## config.mk

```make
export PLATFORM = sky130hd
export DESIGN_NAME = csr_unit_top
export DESIGN_NICKNAME = d
export VERILOG_FILES = /design/src/design/rv_isa_pkg.sv /design/src/design/csr_pkg.sv /design/src/design/csr_decoder.sv /design/src/design/csr_file.sv /design/src/design/csr_unit_top.sv
export SDC_FILE = /design/constraint.sdc
export NUM_CORES = 1
export LEC_CHECK = 0
export BUFFER_PORTS_ARGS = -buffer_cell sky130_fd_sc_hd__buf_2
export CORE_MARGIN = 4
export CORE_UTILIZATION = 50
export CTS_CLUSTER_DIAMETER = 200
export CTS_CLUSTER_SIZE = 28
export DETAILED_ROUTE_END_ITERATION = 12
export PLACE_DENSITY = 0.77
export SETUP_SLACK_MARGIN = 0.2
export SLEW_MARGIN = 20
export SYNTH_ARGS = -nofsm -noshare
export SYNTH_HDL_FRONTEND = slang
export SYNTH_SLANG_ARGS = --single-unit
```

## constraint.sdc

```tcl
create_clock -name clock -period 5.6 [get_ports clock]
set_input_delay 1.4 -clock clock [delete_from_list [all_inputs] [get_ports clock]]
set_output_delay 1.4 -clock clock [all_outputs]
set_load 0.01 [all_outputs]
```

## src/design/rv_isa_pkg.sv

```systemverilog
`default_nettype none

package rv_isa_pkg;

    // major opcode shared by CSR access, ECALL and MRET
    localparam logic [6:0] opcode_system = 7'b1110011;

    // funct3 field of a SYSTEM instruction, 3'b100 is left unused
    typedef enum logic [2:0] {
        F3_PRIV   = 3'b000,
        F3_CSRRW  = 3'b001,
        F3_CSRRS  = 3'b010,
        F3_CSRRC  = 3'b011,
        F3_CSRRWI = 3'b101,
        F3_CSRRSI = 3'b110,
        F3_CSRRCI = 3'b111
    } funct3_e;

    // machine CSRs implemented by the CSR file
    typedef enum logic [11:0] {
        CSR_MSTATUS = 12'h300,
        CSR_MTVEC   = 12'h305,
        CSR_MEPC    = 12'h341,
        CSR_MCAUSE  = 12'h342
    } csr_addr_e;

    // operation carried from the decoder to the CSR file
    typedef enum logic [2:0] {
        OP_RW    = 3'd0,
        OP_RS    = 3'd1,
        OP_RC    = 3'd2,
        OP_ECALL = 3'd3,
        OP_MRET  = 3'd4
    } csr_op_e;

    // funct12 tells the PRIV instructions apart
    localparam logic [11:0] funct12_ecall = 12'h000;
    localparam logic [11:0] funct12_mret  = 12'h302;

    // mstatus fields
    localparam int unsigned mstatus_mie_bit  = 3;
    localparam int unsigned mstatus_mpie_bit = 7;

    // MPP = M, interrupts disabled
    localparam logic [31:0] mstatus_reset = 32'h0000_1800;

    localparam logic [31:0] cause_ecall_m = 32'd11;

endpackage

`default_nettype wire

```

## src/design/csr_pkg.sv

```systemverilog
`default_nettype none

package csr_pkg;

    // retiring instruction as seen at the end of execute
    typedef struct packed {
        logic [31:0] pc;
        logic [31:0] inst;
        logic [31:0] rs1_data;
    } inst_in_t;

    // decoded CSR request
    typedef struct packed {
        rv_isa_pkg::csr_op_e op;
        logic [11:0]         addr;
        // rs1_data, or zimm zero-extended
        logic [31:0]         operand;
        // low for set/clear forms with rs1 or zimm of zero
        logic                write;
        logic [4:0]          rd;
        logic [31:0]         pc;
    } csr_req_t;

    // write-back and pc redirect
    typedef struct packed {
        logic        rd_wen;
        logic [4:0]  rd;
        logic [31:0] rd_data;
        logic        redirect;
        logic [31:0] target;
    } csr_rsp_t;

endpackage

`default_nettype wire

```

## src/design/csr_decoder.sv

```systemverilog
`timescale 1ns/1ps
`default_nettype none

module csr_decoder (
    input  logic                clock,
    input  logic                rst,
    input  logic                inst_valid,
    input  csr_pkg::inst_in_t   inst,
    output logic                req_valid,
    output csr_pkg::csr_req_t   req
);

    logic [6:0]        opcode;
    logic [4:0]        rd_idx;
    logic [2:0]        funct3;
    logic [4:0]        rs1_idx;
    logic [11:0]       funct12;
    logic [31:0]       zimm;
    logic              dec_hit;
    csr_pkg::csr_req_t dec_req;

    // ~~~~~~~~~~~~~~~~~~~~~~~~~~~~~~~~~~~~~~~~~~~~~~~~~~~~~~~~~~~~~~~~~~~~~~
    // field extraction
    // ~~~~~~~~~~~~~~~~~~~~~~~~~~~~~~~~~~~~~~~~~~~~~~~~~~~~~~~~~~~~~~~~~~~~~~

    assign opcode  = inst.inst[6:0];
    assign rd_idx  = inst.inst[11:7];
    assign funct3  = inst.inst[14:12];
    assign rs1_idx = inst.inst[19:15];
    assign funct12 = inst.inst[31:20];
    assign zimm    = {27'd0, rs1_idx};

    // ~~~~~~~~~~~~~~~~~~~~~~~~~~~~~~~~~~~~~~~~~~~~~~~~~~~~~~~~~~~~~~~~~~~~~~
    // decode
    // ~~~~~~~~~~~~~~~~~~~~~~~~~~~~~~~~~~~~~~~~~~~~~~~~~~~~~~~~~~~~~~~~~~~~~~

    always_comb begin
        dec_hit         = 1'b0;
        dec_req.op      = rv_isa_pkg::OP_RW;
        dec_req.addr    = funct12;
        dec_req.operand = inst.rs1_data;
        dec_req.write   = 1'b1;
        dec_req.rd      = rd_idx;
        dec_req.pc      = inst.pc;

        if (opcode == rv_isa_pkg::opcode_system) begin
            case (funct3)
                rv_isa_pkg::F3_PRIV: begin
                    // no CSR access and no write-back
                    dec_req.write   = 1'b0;
                    dec_req.rd      = 5'd0;
                    dec_req.operand = '0;
                    if (funct12 == rv_isa_pkg::funct12_ecall) begin
                        dec_hit    = 1'b1;
                        dec_req.op = rv_isa_pkg::OP_ECALL;
                    end else if (funct12 == rv_isa_pkg::funct12_mret) begin
                        dec_hit    = 1'b1;
                        dec_req.op = rv_isa_pkg::OP_MRET;
                    end
                end
                rv_isa_pkg::F3_CSRRW: begin
                    dec_hit    = 1'b1;
                    dec_req.op = rv_isa_pkg::OP_RW;
                end
                rv_isa_pkg::F3_CSRRS: begin
                    dec_hit       = 1'b1;
                    dec_req.op    = rv_isa_pkg::OP_RS;
                    dec_req.write = (rs1_idx != 5'd0);
                end
                rv_isa_pkg::F3_CSRRC: begin
                    dec_hit       = 1'b1;
                    dec_req.op    = rv_isa_pkg::OP_RC;
                    dec_req.write = (rs1_idx != 5'd0);
                end
                rv_isa_pkg::F3_CSRRWI: begin
                    dec_hit         = 1'b1;
                    dec_req.op      = rv_isa_pkg::OP_RW;
                    dec_req.operand = zimm;
                end
                rv_isa_pkg::F3_CSRRSI: begin
                    dec_hit         = 1'b1;
                    dec_req.op      = rv_isa_pkg::OP_RS;
                    dec_req.operand = zimm;
                    dec_req.write   = (rs1_idx != 5'd0);
                end
                rv_isa_pkg::F3_CSRRCI: begin
                    dec_hit         = 1'b1;
                    dec_req.op      = rv_isa_pkg::OP_RC;
                    dec_req.operand = zimm;
                    dec_req.write   = (rs1_idx != 5'd0);
                end
                default: begin
                    // funct3 = 100 is reserved, dropped
                    dec_hit = 1'b0;
                end
            endcase
        end
    end

    // ~~~~~~~~~~~~~~~~~~~~~~~~~~~~~~~~~~~~~~~~~~~~~~~~~~~~~~~~~~~~~~~~~~~~~~
    // request register
    // ~~~~~~~~~~~~~~~~~~~~~~~~~~~~~~~~~~~~~~~~~~~~~~~~~~~~~~~~~~~~~~~~~~~~~~

    always_ff @(posedge clock) begin
        if (rst) begin
            req_valid <= 1'b0;
        end else begin
            req_valid <= inst_valid && dec_hit;
        end
    end

    always_ff @(posedge clock) begin
        if (inst_valid && dec_hit) begin
            req <= dec_req;
        end
    end

    // a request only ever follows a retiring instruction by one cycle
    a_req_follows_inst: assert property (
        @(posedge clock) disable iff (rst)
        req_valid |-> $past(inst_valid)
    ) else $error("csr_decoder: req_valid without inst_valid one cycle earlier");

endmodule

`default_nettype wire

```

## src/design/csr_file.sv

```systemverilog
`timescale 1ns/1ps
`default_nettype none

module csr_file #(
    parameter logic [31:0] MTVEC_RESET = 32'h8000_0100
) (
    input  logic                clock,
    input  logic                rst,
    input  logic                req_valid,
    input  csr_pkg::csr_req_t   req,
    output logic                rsp_valid,
    output csr_pkg::csr_rsp_t   rsp
);

    logic [31:0]       mstatus;
    logic [31:0]       mtvec;
    logic [31:0]       mepc;
    logic [31:0]       mcause;

    logic [31:0]       csr_rdata;
    logic [31:0]       csr_wdata;
    logic              addr_known;
    logic              is_access;
    logic              csr_wen;
    logic              do_ecall;
    logic              do_mret;
    csr_pkg::csr_rsp_t rsp_d;

    // ~~~~~~~~~~~~~~~~~~~~~~~~~~~~~~~~~~~~~~~~~~~~~~~~~~~~~~~~~~~~~~~~~~~~~~
    // read and modify
    // ~~~~~~~~~~~~~~~~~~~~~~~~~~~~~~~~~~~~~~~~~~~~~~~~~~~~~~~~~~~~~~~~~~~~~~

    always_comb begin
        addr_known = 1'b1;
        case (req.addr)
            rv_isa_pkg::CSR_MSTATUS: csr_rdata = mstatus;
            rv_isa_pkg::CSR_MTVEC:   csr_rdata = mtvec;
            rv_isa_pkg::CSR_MEPC:    csr_rdata = mepc;
            rv_isa_pkg::CSR_MCAUSE:  csr_rdata = mcause;
            default: begin
                // unimplemented address reads as zero
                csr_rdata  = '0;
                addr_known = 1'b0;
            end
        endcase
    end

    always_comb begin
        case (req.op)
            rv_isa_pkg::OP_RS: csr_wdata = csr_rdata | req.operand;
            rv_isa_pkg::OP_RC: csr_wdata = csr_rdata & ~req.operand;
            default:           csr_wdata = req.operand;
        endcase
    end

    assign is_access = req.op inside {rv_isa_pkg::OP_RW, rv_isa_pkg::OP_RS, rv_isa_pkg::OP_RC};
    assign csr_wen   = req_valid && is_access && req.write && addr_known;
    assign do_ecall  = req_valid && (req.op == rv_isa_pkg::OP_ECALL);
    assign do_mret   = req_valid && (req.op == rv_isa_pkg::OP_MRET);

    // ~~~~~~~~~~~~~~~~~~~~~~~~~~~~~~~~~~~~~~~~~~~~~~~~~~~~~~~~~~~~~~~~~~~~~~
    // mstatus
    // ~~~~~~~~~~~~~~~~~~~~~~~~~~~~~~~~~~~~~~~~~~~~~~~~~~~~~~~~~~~~~~~~~~~~~~

    always_ff @(posedge clock) begin
        if (rst) begin
            mstatus <= rv_isa_pkg::mstatus_reset;
        end else if (do_ecall) begin
            // trap entry stacks the interrupt enable
            mstatus[rv_isa_pkg::mstatus_mpie_bit] <= mstatus[rv_isa_pkg::mstatus_mie_bit];
            mstatus[rv_isa_pkg::mstatus_mie_bit]  <= 1'b0;
        end else if (do_mret) begin
            mstatus[rv_isa_pkg::mstatus_mie_bit]  <= mstatus[rv_isa_pkg::mstatus_mpie_bit];
            mstatus[rv_isa_pkg::mstatus_mpie_bit] <= 1'b1;
        end else if (csr_wen && req.addr == rv_isa_pkg::CSR_MSTATUS) begin
            mstatus <= csr_wdata;
        end
    end

    // ~~~~~~~~~~~~~~~~~~~~~~~~~~~~~~~~~~~~~~~~~~~~~~~~~~~~~~~~~~~~~~~~~~~~~~
    // mtvec
    // ~~~~~~~~~~~~~~~~~~~~~~~~~~~~~~~~~~~~~~~~~~~~~~~~~~~~~~~~~~~~~~~~~~~~~~

    always_ff @(posedge clock) begin
        if (rst) begin
            mtvec <= MTVEC_RESET;
        end else if (csr_wen && req.addr == rv_isa_pkg::CSR_MTVEC) begin
            mtvec <= csr_wdata;
        end
    end

    // ~~~~~~~~~~~~~~~~~~~~~~~~~~~~~~~~~~~~~~~~~~~~~~~~~~~~~~~~~~~~~~~~~~~~~~
    // mepc
    // ~~~~~~~~~~~~~~~~~~~~~~~~~~~~~~~~~~~~~~~~~~~~~~~~~~~~~~~~~~~~~~~~~~~~~~

    always_ff @(posedge clock) begin
        if (rst) begin
            mepc <= '0;
        end else if (do_ecall) begin
            // pc of the ECALL itself, handler steps past it
            mepc <= req.pc;
        end else if (csr_wen && req.addr == rv_isa_pkg::CSR_MEPC) begin
            mepc <= csr_wdata;
        end
    end

    // ~~~~~~~~~~~~~~~~~~~~~~~~~~~~~~~~~~~~~~~~~~~~~~~~~~~~~~~~~~~~~~~~~~~~~~
    // mcause
    // ~~~~~~~~~~~~~~~~~~~~~~~~~~~~~~~~~~~~~~~~~~~~~~~~~~~~~~~~~~~~~~~~~~~~~~

    always_ff @(posedge clock) begin
        if (rst) begin
            mcause <= '0;
        end else if (do_ecall) begin
            mcause <= rv_isa_pkg::cause_ecall_m;
        end else if (csr_wen && req.addr == rv_isa_pkg::CSR_MCAUSE) begin
            mcause <= csr_wdata;
        end
    end

    // ~~~~~~~~~~~~~~~~~~~~~~~~~~~~~~~~~~~~~~~~~~~~~~~~~~~~~~~~~~~~~~~~~~~~~~
    // response
    // ~~~~~~~~~~~~~~~~~~~~~~~~~~~~~~~~~~~~~~~~~~~~~~~~~~~~~~~~~~~~~~~~~~~~~~

    always_comb begin
        rsp_d.rd_wen   = req_valid && is_access && (req.rd != 5'd0);
        rsp_d.rd       = req.rd;
        rsp_d.rd_data  = csr_rdata;
        rsp_d.redirect = do_ecall || do_mret;
        // vectored mode is not supported, mode bits are ignored
        rsp_d.target   = do_ecall ? {mtvec[31:2], 2'b00} : mepc;
    end

    always_ff @(posedge clock) begin
        if (rst) begin
            rsp_valid <= 1'b0;
        end else begin
            rsp_valid <= req_valid;
        end
    end

    always_ff @(posedge clock) begin
        rsp <= rsp_d;
    end

    a_redirect_source: assert property (
        @(posedge clock) disable iff (rst)
        (rsp_valid && rsp.redirect) |->
            $past(req_valid && (req.op inside {rv_isa_pkg::OP_ECALL, rv_isa_pkg::OP_MRET}))
    ) else $error("csr_file: redirect without an ECALL or MRET request");

    a_wen_redirect_excl: assert property (
        @(posedge clock) disable iff (rst)
        rsp_valid |-> !(rsp.rd_wen && rsp.redirect)
    ) else $error("csr_file: rd_wen and redirect both set");

endmodule

`default_nettype wire

```

## src/design/csr_unit_top.sv

```systemverilog
`timescale 1ns/1ps
`default_nettype none

module csr_unit_top #(
    parameter logic [31:0] MTVEC_RESET = 32'h8000_0100
) (
    input  logic                clock,
    input  logic                rst,
    input  logic                inst_valid,
    input  csr_pkg::inst_in_t   inst,
    output logic                rsp_valid,
    output csr_pkg::csr_rsp_t   rsp
);

    logic              req_valid;
    csr_pkg::csr_req_t req;

    // ~~~~~~~~~~~~~~~~~~~~~~~~~~~~~~~~~~~~~~~~~~~~~~~~~~~~~~~~~~~~~~~~~~~~~~
    // decode stage, one cycle
    // ~~~~~~~~~~~~~~~~~~~~~~~~~~~~~~~~~~~~~~~~~~~~~~~~~~~~~~~~~~~~~~~~~~~~~~

    csr_decoder u_decoder (
        .clock      (clock),
        .rst        (rst),
        .inst_valid (inst_valid),
        .inst       (inst),
        .req_valid  (req_valid),
        .req        (req)
    );

    // ~~~~~~~~~~~~~~~~~~~~~~~~~~~~~~~~~~~~~~~~~~~~~~~~~~~~~~~~~~~~~~~~~~~~~~
    // CSR access and trap, one cycle
    // ~~~~~~~~~~~~~~~~~~~~~~~~~~~~~~~~~~~~~~~~~~~~~~~~~~~~~~~~~~~~~~~~~~~~~~

    csr_file #(
        .MTVEC_RESET (MTVEC_RESET)
    ) u_csr_file (
        .clock      (clock),
        .rst        (rst),
        .req_valid  (req_valid),
        .req        (req),
        .rsp_valid  (rsp_valid),
        .rsp        (rsp)
    );

endmodule

`default_nettype wire

```

Word-level counts from Yosys, hierarchy flattened:

Index checks and enable logic that the tools add are counted.

* flip-flop bits (word level): 286
* latch bits: 0
* memory bits (writable): 0
* ROM bits: 0
* input port bits: 99
* output and inout bits: 72
* logic and storage cells: 95
* memories: 0

* add/sub/neg operators: 0
* multiply operators: 0
* divide/modulo/power cells: 0
* order comparisons: 0
* equal/unequal tests: 16
* shift-type cells: 0
* muxes and demuxes: 23
* bitwise operators: 5
* reduce and logical (&&, ||, !) cells: 30

Operators with widths (count)
* one-hot mux 32 bit (2 select lines): 2
* one-hot mux 32 bit (4 select lines): 1
* two-way mux 32 bit: 3
* equality test 12 x 10 -> 1 bit (second input constant): 5
* two-way mux 38 bit: 1
* bitwise AND 32 bit: 1
* inverter 32 bit: 1
* OR 32 bit: 1
* equality test 3 x 2 -> 1 bit (second input constant): 4
* equality test 3 bit (second input constant): 4
* zero test 12 bit: 1
* logical AND 1 bit: 11
* nonzero test 5 bit: 2
* one-hot mux 3 bit (3 select lines): 1
* two-way mux 4 bit: 2
* two-way mux 8 bit: 1
* OR reduction 4 bit: 2
* equality test 7 bit (second input constant): 1
* two-way mux 1 bit: 7
* equality test 3 x 1 -> 1 bit (second input constant): 2
* zero test 3 bit: 2
* two-way mux 3 bit: 2
* nonzero test 2 bit: 3
* nonzero test 3 bit: 2
* 8 further kinds: 12

Logic depth before layout (Yosys ltp):

* word-level depth: 9
* mapped depth: 8

Cells and area by module:

A second synthesis with hierarchy kept.

* cell total of the unflattened synthesis: 1286
* area, all modules: 12389.4 um^2

Modules (own cells, without submodules)
* csr_file: instances 1, cells an instance 1111, area an instance 9275.1 um^2, seq. area each 4003.8 um^2
* csr_decoder: instances 1, cells an instance 175, area an instance 3114.2 um^2, seq. area each 2572.5 um^2

Worst setup path before layout:

No wires, ideal clock.

* kind: input port to flip-flop
* start: input inst[46] in the netlist's numbering
* end: register, netlist name u_decoder.req[0]
* library setup time: 0.454 ns
* data arrival time: 4.113 ns
* path slack: 1.033 ns
* stages: 5
* cell sequence: clkbuf_1 > nor3_1 > nand4_1 > o21ai_0 > and3_1

* cells in the longest elaborated chain, start to end: 5
* elaborated cells on any way between the ends: 11
* those cells by class: 6 x eq/ne; 2 x mux; 3 x reduce/logical

Ends and longest elaborated chain
* from (decl): line csr_unit_top.sv:10 `input csr_pkg::inst_in_t inst,`
* equality test 3 x 1 -> 1 bit, or another cell as far along: line csr_decoder.sv:47 `case (funct3)`
* OR reduction 6 bit (no line)
* one-hot mux 1 bit (2 select lines) (*): line csr_decoder.sv:47
* two-way mux 1 bit (*): line csr_decoder.sv:46 `if (opcode == rv_isa_pkg::opcode_system) begin`
* logical AND 1 bit (*): line csr_decoder.sv:113 `if (inst_valid && dec_hit) begin`

Every way passes the cells marked *; elsewhere a longest branch is shown, timed or not.
A chain may end at the register's enable or synchronous reset.

Final worst setup path:

* start: register, netlist name u_decoder.req[70]
* end: register u_csr_file.mtvec[24]

* cells in the longest elaborated chain, start to end: 5
* elaborated cells on any way between the ends: 12
* those cells by class: 4 x eq/ne; 3 x mux; 2 x bitwise; 3 x reduce/logical

Ends and longest elaborated chain
* parallel branches: the longest is 5 deep, another holds one-hot mux 32 bit (4 select lines)
* to (signal assigned): line csr_file.sv:88 `mtvec <= csr_wdata;`
* to (decl): line csr_file.sv:16 `logic [31:0] mtvec;`

Parallel ways; which one is timed is not known.

==> out/results.ini <==
[synth]
yosysTopAreaCellShare_pct=35.0
yosysMostFrequentCell=dfxtp_1
synthesis.area_per_instance_um2=10.3
synth_cells=1118
synth_cell_types=59
synth_common_cells=dfxtp_1 (201), nand2_1 (131), edfxtp_1 (85), nor2_1 (85), a21oi_1 (68)
synth_ff_type=dfxtp_1
synth_nets=1217
synth_top_area_cell=dfxtp_1
yosysWarnings=0
synth_area_um2=11500
synth_area_leaders=dfxtp_1 (35%), edfxtp_1 (22%), nand2_1 (4.3%)
synth_seq_cells=286
yosysSeqAreaShare_pct=57.2
synth_async_sr_flop_share_pct=0
synth_edf_count=85

[flow_run]
cap_violations=0

[setup_path]
cp_data_arrival_time_ns=3.79
worstPathMaxFanout=71
startpoint_type=register
worstPathRequired_ns=6.00
end_kind=register
path_class=reg -> reg

[cts]
cts_buffer_depth=3
cts_resized=0
cts_root_buf=clkbuf_16
path_clk_slew_ns=0.10
cts_setup_buffers=0
tritoncts=done
htreeDepth=1
insertion_delay_ns=0.50
cts_made_buffers=14
clkSinkCount=286
ctsHoldBuffers=0

[power_and_ir_drop]
netSwitchingPower_mw=0.702
switching_share_pct=20.7
finalPower_mw=3.38
internal_power_mw=2.68
p_clk_share_pct=34.6
peakVddDrop_mv=0.188
powerDensity_nw_per_um2=261
p_seq_share_pct=63.0
combPwrFrac_pct=2.4
cellLeakagePower_nw=5.06

[sta]
worst_slack_ns=2.21
fin_crit_sh_pct=60.6
finClkSkew_ns=0.0281
worst_pin_slew_ns=1.05
setup_viol=0
maxSlewViolCount=0
timing.fmax_mhz=295
period_minus_slack_ns=3.39
hold_viol=0
grt_setup_unrepaired=no
slew_headroom_pct=29.7
final.setup.tns_ns=0

[die]
die_h_um=160
die_area_um2=25500
die_w_um=160
rows=55
ios=171
core_um2=22600
start_util_pct=50.8

[run_status]
outcome=finished, final reports clean

[detailed_routing]
vias=9331
vias_per_cell=6.13
drc=0
postRouteAntennaNets=0
dr.pass1.iters=7
wirelength_um=30400
drt_iter0_markers=1316
wl_per_cell_um=19.9

[placed_design]
io_buffers=170
gp_congestion=0.874
placedCellCount=1498
post-place-ws_ns=1.87
place_hpwl_um=18100

[global_route]
grt_pass1_wl_um=48100
antenna_found_initial=0
grt_usage_pct=22.9
grt_max_degree=87
grt-ovfl-total=0
grt_pass1_vias=8954

[cells_and_area]
final-seq-area_um2=6580
layout.cells.non_filler=1523
fillers=1924
multiInputGateArea_um2=4510
layout-drive-gt1-share_pct=18.7
syn_to_final_growth_pct=12.7
postLayoutCoreUtil_pct=57.2
n_antenna_cell=0
nets=1330

[min_path]
hold_path.class=reg -> reg

power by group through the flow:
stage,Sequential [mW],Clock (mW),Combinational (mW)
after floorplan,2.18,0,0.0333
after global placement,2.18,0,0.0807
after detailed placement,2.18,0,0.0813
after CTS,2.13,1.19,0.0821
after global routing,2.13,1.27,0.0907
final,2.13,1.17,0.0828
through the flow:
step	area, um^2	hold WS (ns)
after global routing	13000	0.393
after floorplan	11500	0.349
final	13000	0.379
after CTS	12900	0.387
after detailed placement	12500	0.361
after global placement	12500	0.352
cell type report:
type	instances	share of cell area (%)
Clock buffer	22	3.10
Clock inverter	1	0.232
Inverter	25	0.724
Multi-Input combinational cell	717	34.8
Sequential cell	286	50.7
Tap cell	285	2.75
Timing Repair Buffer	187	7.69
flip-flops by register name, summed over array words and instances (netlist names):
| name | cells |
|---|---|
| u_decoder.req_valid | 1 |
| u_csr_file.mstatus | 32 |
| u_csr_file.rsp | 71 |
| u_decoder.req | 85 |
| u_csr_file.mtvec | 32 |
| u_csr_file.rsp_valid | 1 |
| u_csr_file.mcause | 32 |
| u_csr_file.mepc | 32 |
worst max-delay path, cell delays in order, from the launching register on:
cell and delay (ns):
edfxtp_1 0.43, buf_4 0.61, and4bb_2 1.00, and3_1 0.53
buf_4 0.39, nor2_1 0.07, a211oi_1 0.23
logic make-up after synthesis:
| group | Yosys count | synth area share [%] |
|---|---|---|
| AO/OA/AOI/OAI | 337 | 20.7 |
| flip-flops | 286 | 57.2 |
| buffers and inverters | 115 | 4.30 |
| AND/OR/NAND/NOR | 377 | 17.5 |
| multiplexers | 1 | 0.0979 |
| XOR/XNOR | 2 | 0.152 |
routing by layer:
layer,up-vias,wire length (um),global-route usage (%),part of all wire [%]
li1,4321,-,-,-
met1,4451,12800,32.3,42
met2,517,13900,36.4,46
met3,42,3160,4.85,10
met4,0,577,5.96,1.9
met5,-,0,0,0
worst paths after layout:
path | from | depth (start not counted) | slack (ns) | to
setup reg to reg | u_decoder.req[70] | 6 | 2.21 | u_csr_file.mtvec[24]
hold reg to reg | u_decoder.req[32] | 0 | 0.38 | u_csr_file.rsp[65]
hold / removal | u_decoder.req[32] | 0 | 0.38 | u_csr_file.rsp[65]
setup / recovery | u_decoder.req[70] | 6 | 2.21 | u_csr_file.mtvec[24]
layout by cell type (no fill, tap or decap), types with 3 or more instances in the layout:
master / netlist / routed
dfxtp_1: 201 / 201
a22oi_1: 16 / 16
nor2b_1: 34 / 34
buf_4: 6 / 15
clkbuf_16: 0 / 15
nor2_1: 85 / 82
nor4_4: 2 / 4
inv_1: 25 / 25
nand2_1: 131 / 131
and3b_1: 18 / 18
clkbuf_1: 54 / 7
o31a_1: 23 / 23
o21ai_0: 46 / 46
nor3b_1: 3 / 3
nor3_1: 10 / 10
edfxtp_1: 85 / 85
o31ai_1: 25 / 25
a22o_1: 33 / 33
and2_1: 8 / 8
a211oi_1: 65 / 65
or3b_1: 5 / 5
buf_2: 26 / 170
a2111oi_2: 3 / 3
nand3b_1: 46 / 46
o21ai_1: 16 / 16
and3_1: 6 / 3
nand2b_1: 7 / 5
a21oi_1: 68 / 68
a222oi_1: 28 / 28
No activity file was read; power rests on OpenSTA's default activity.
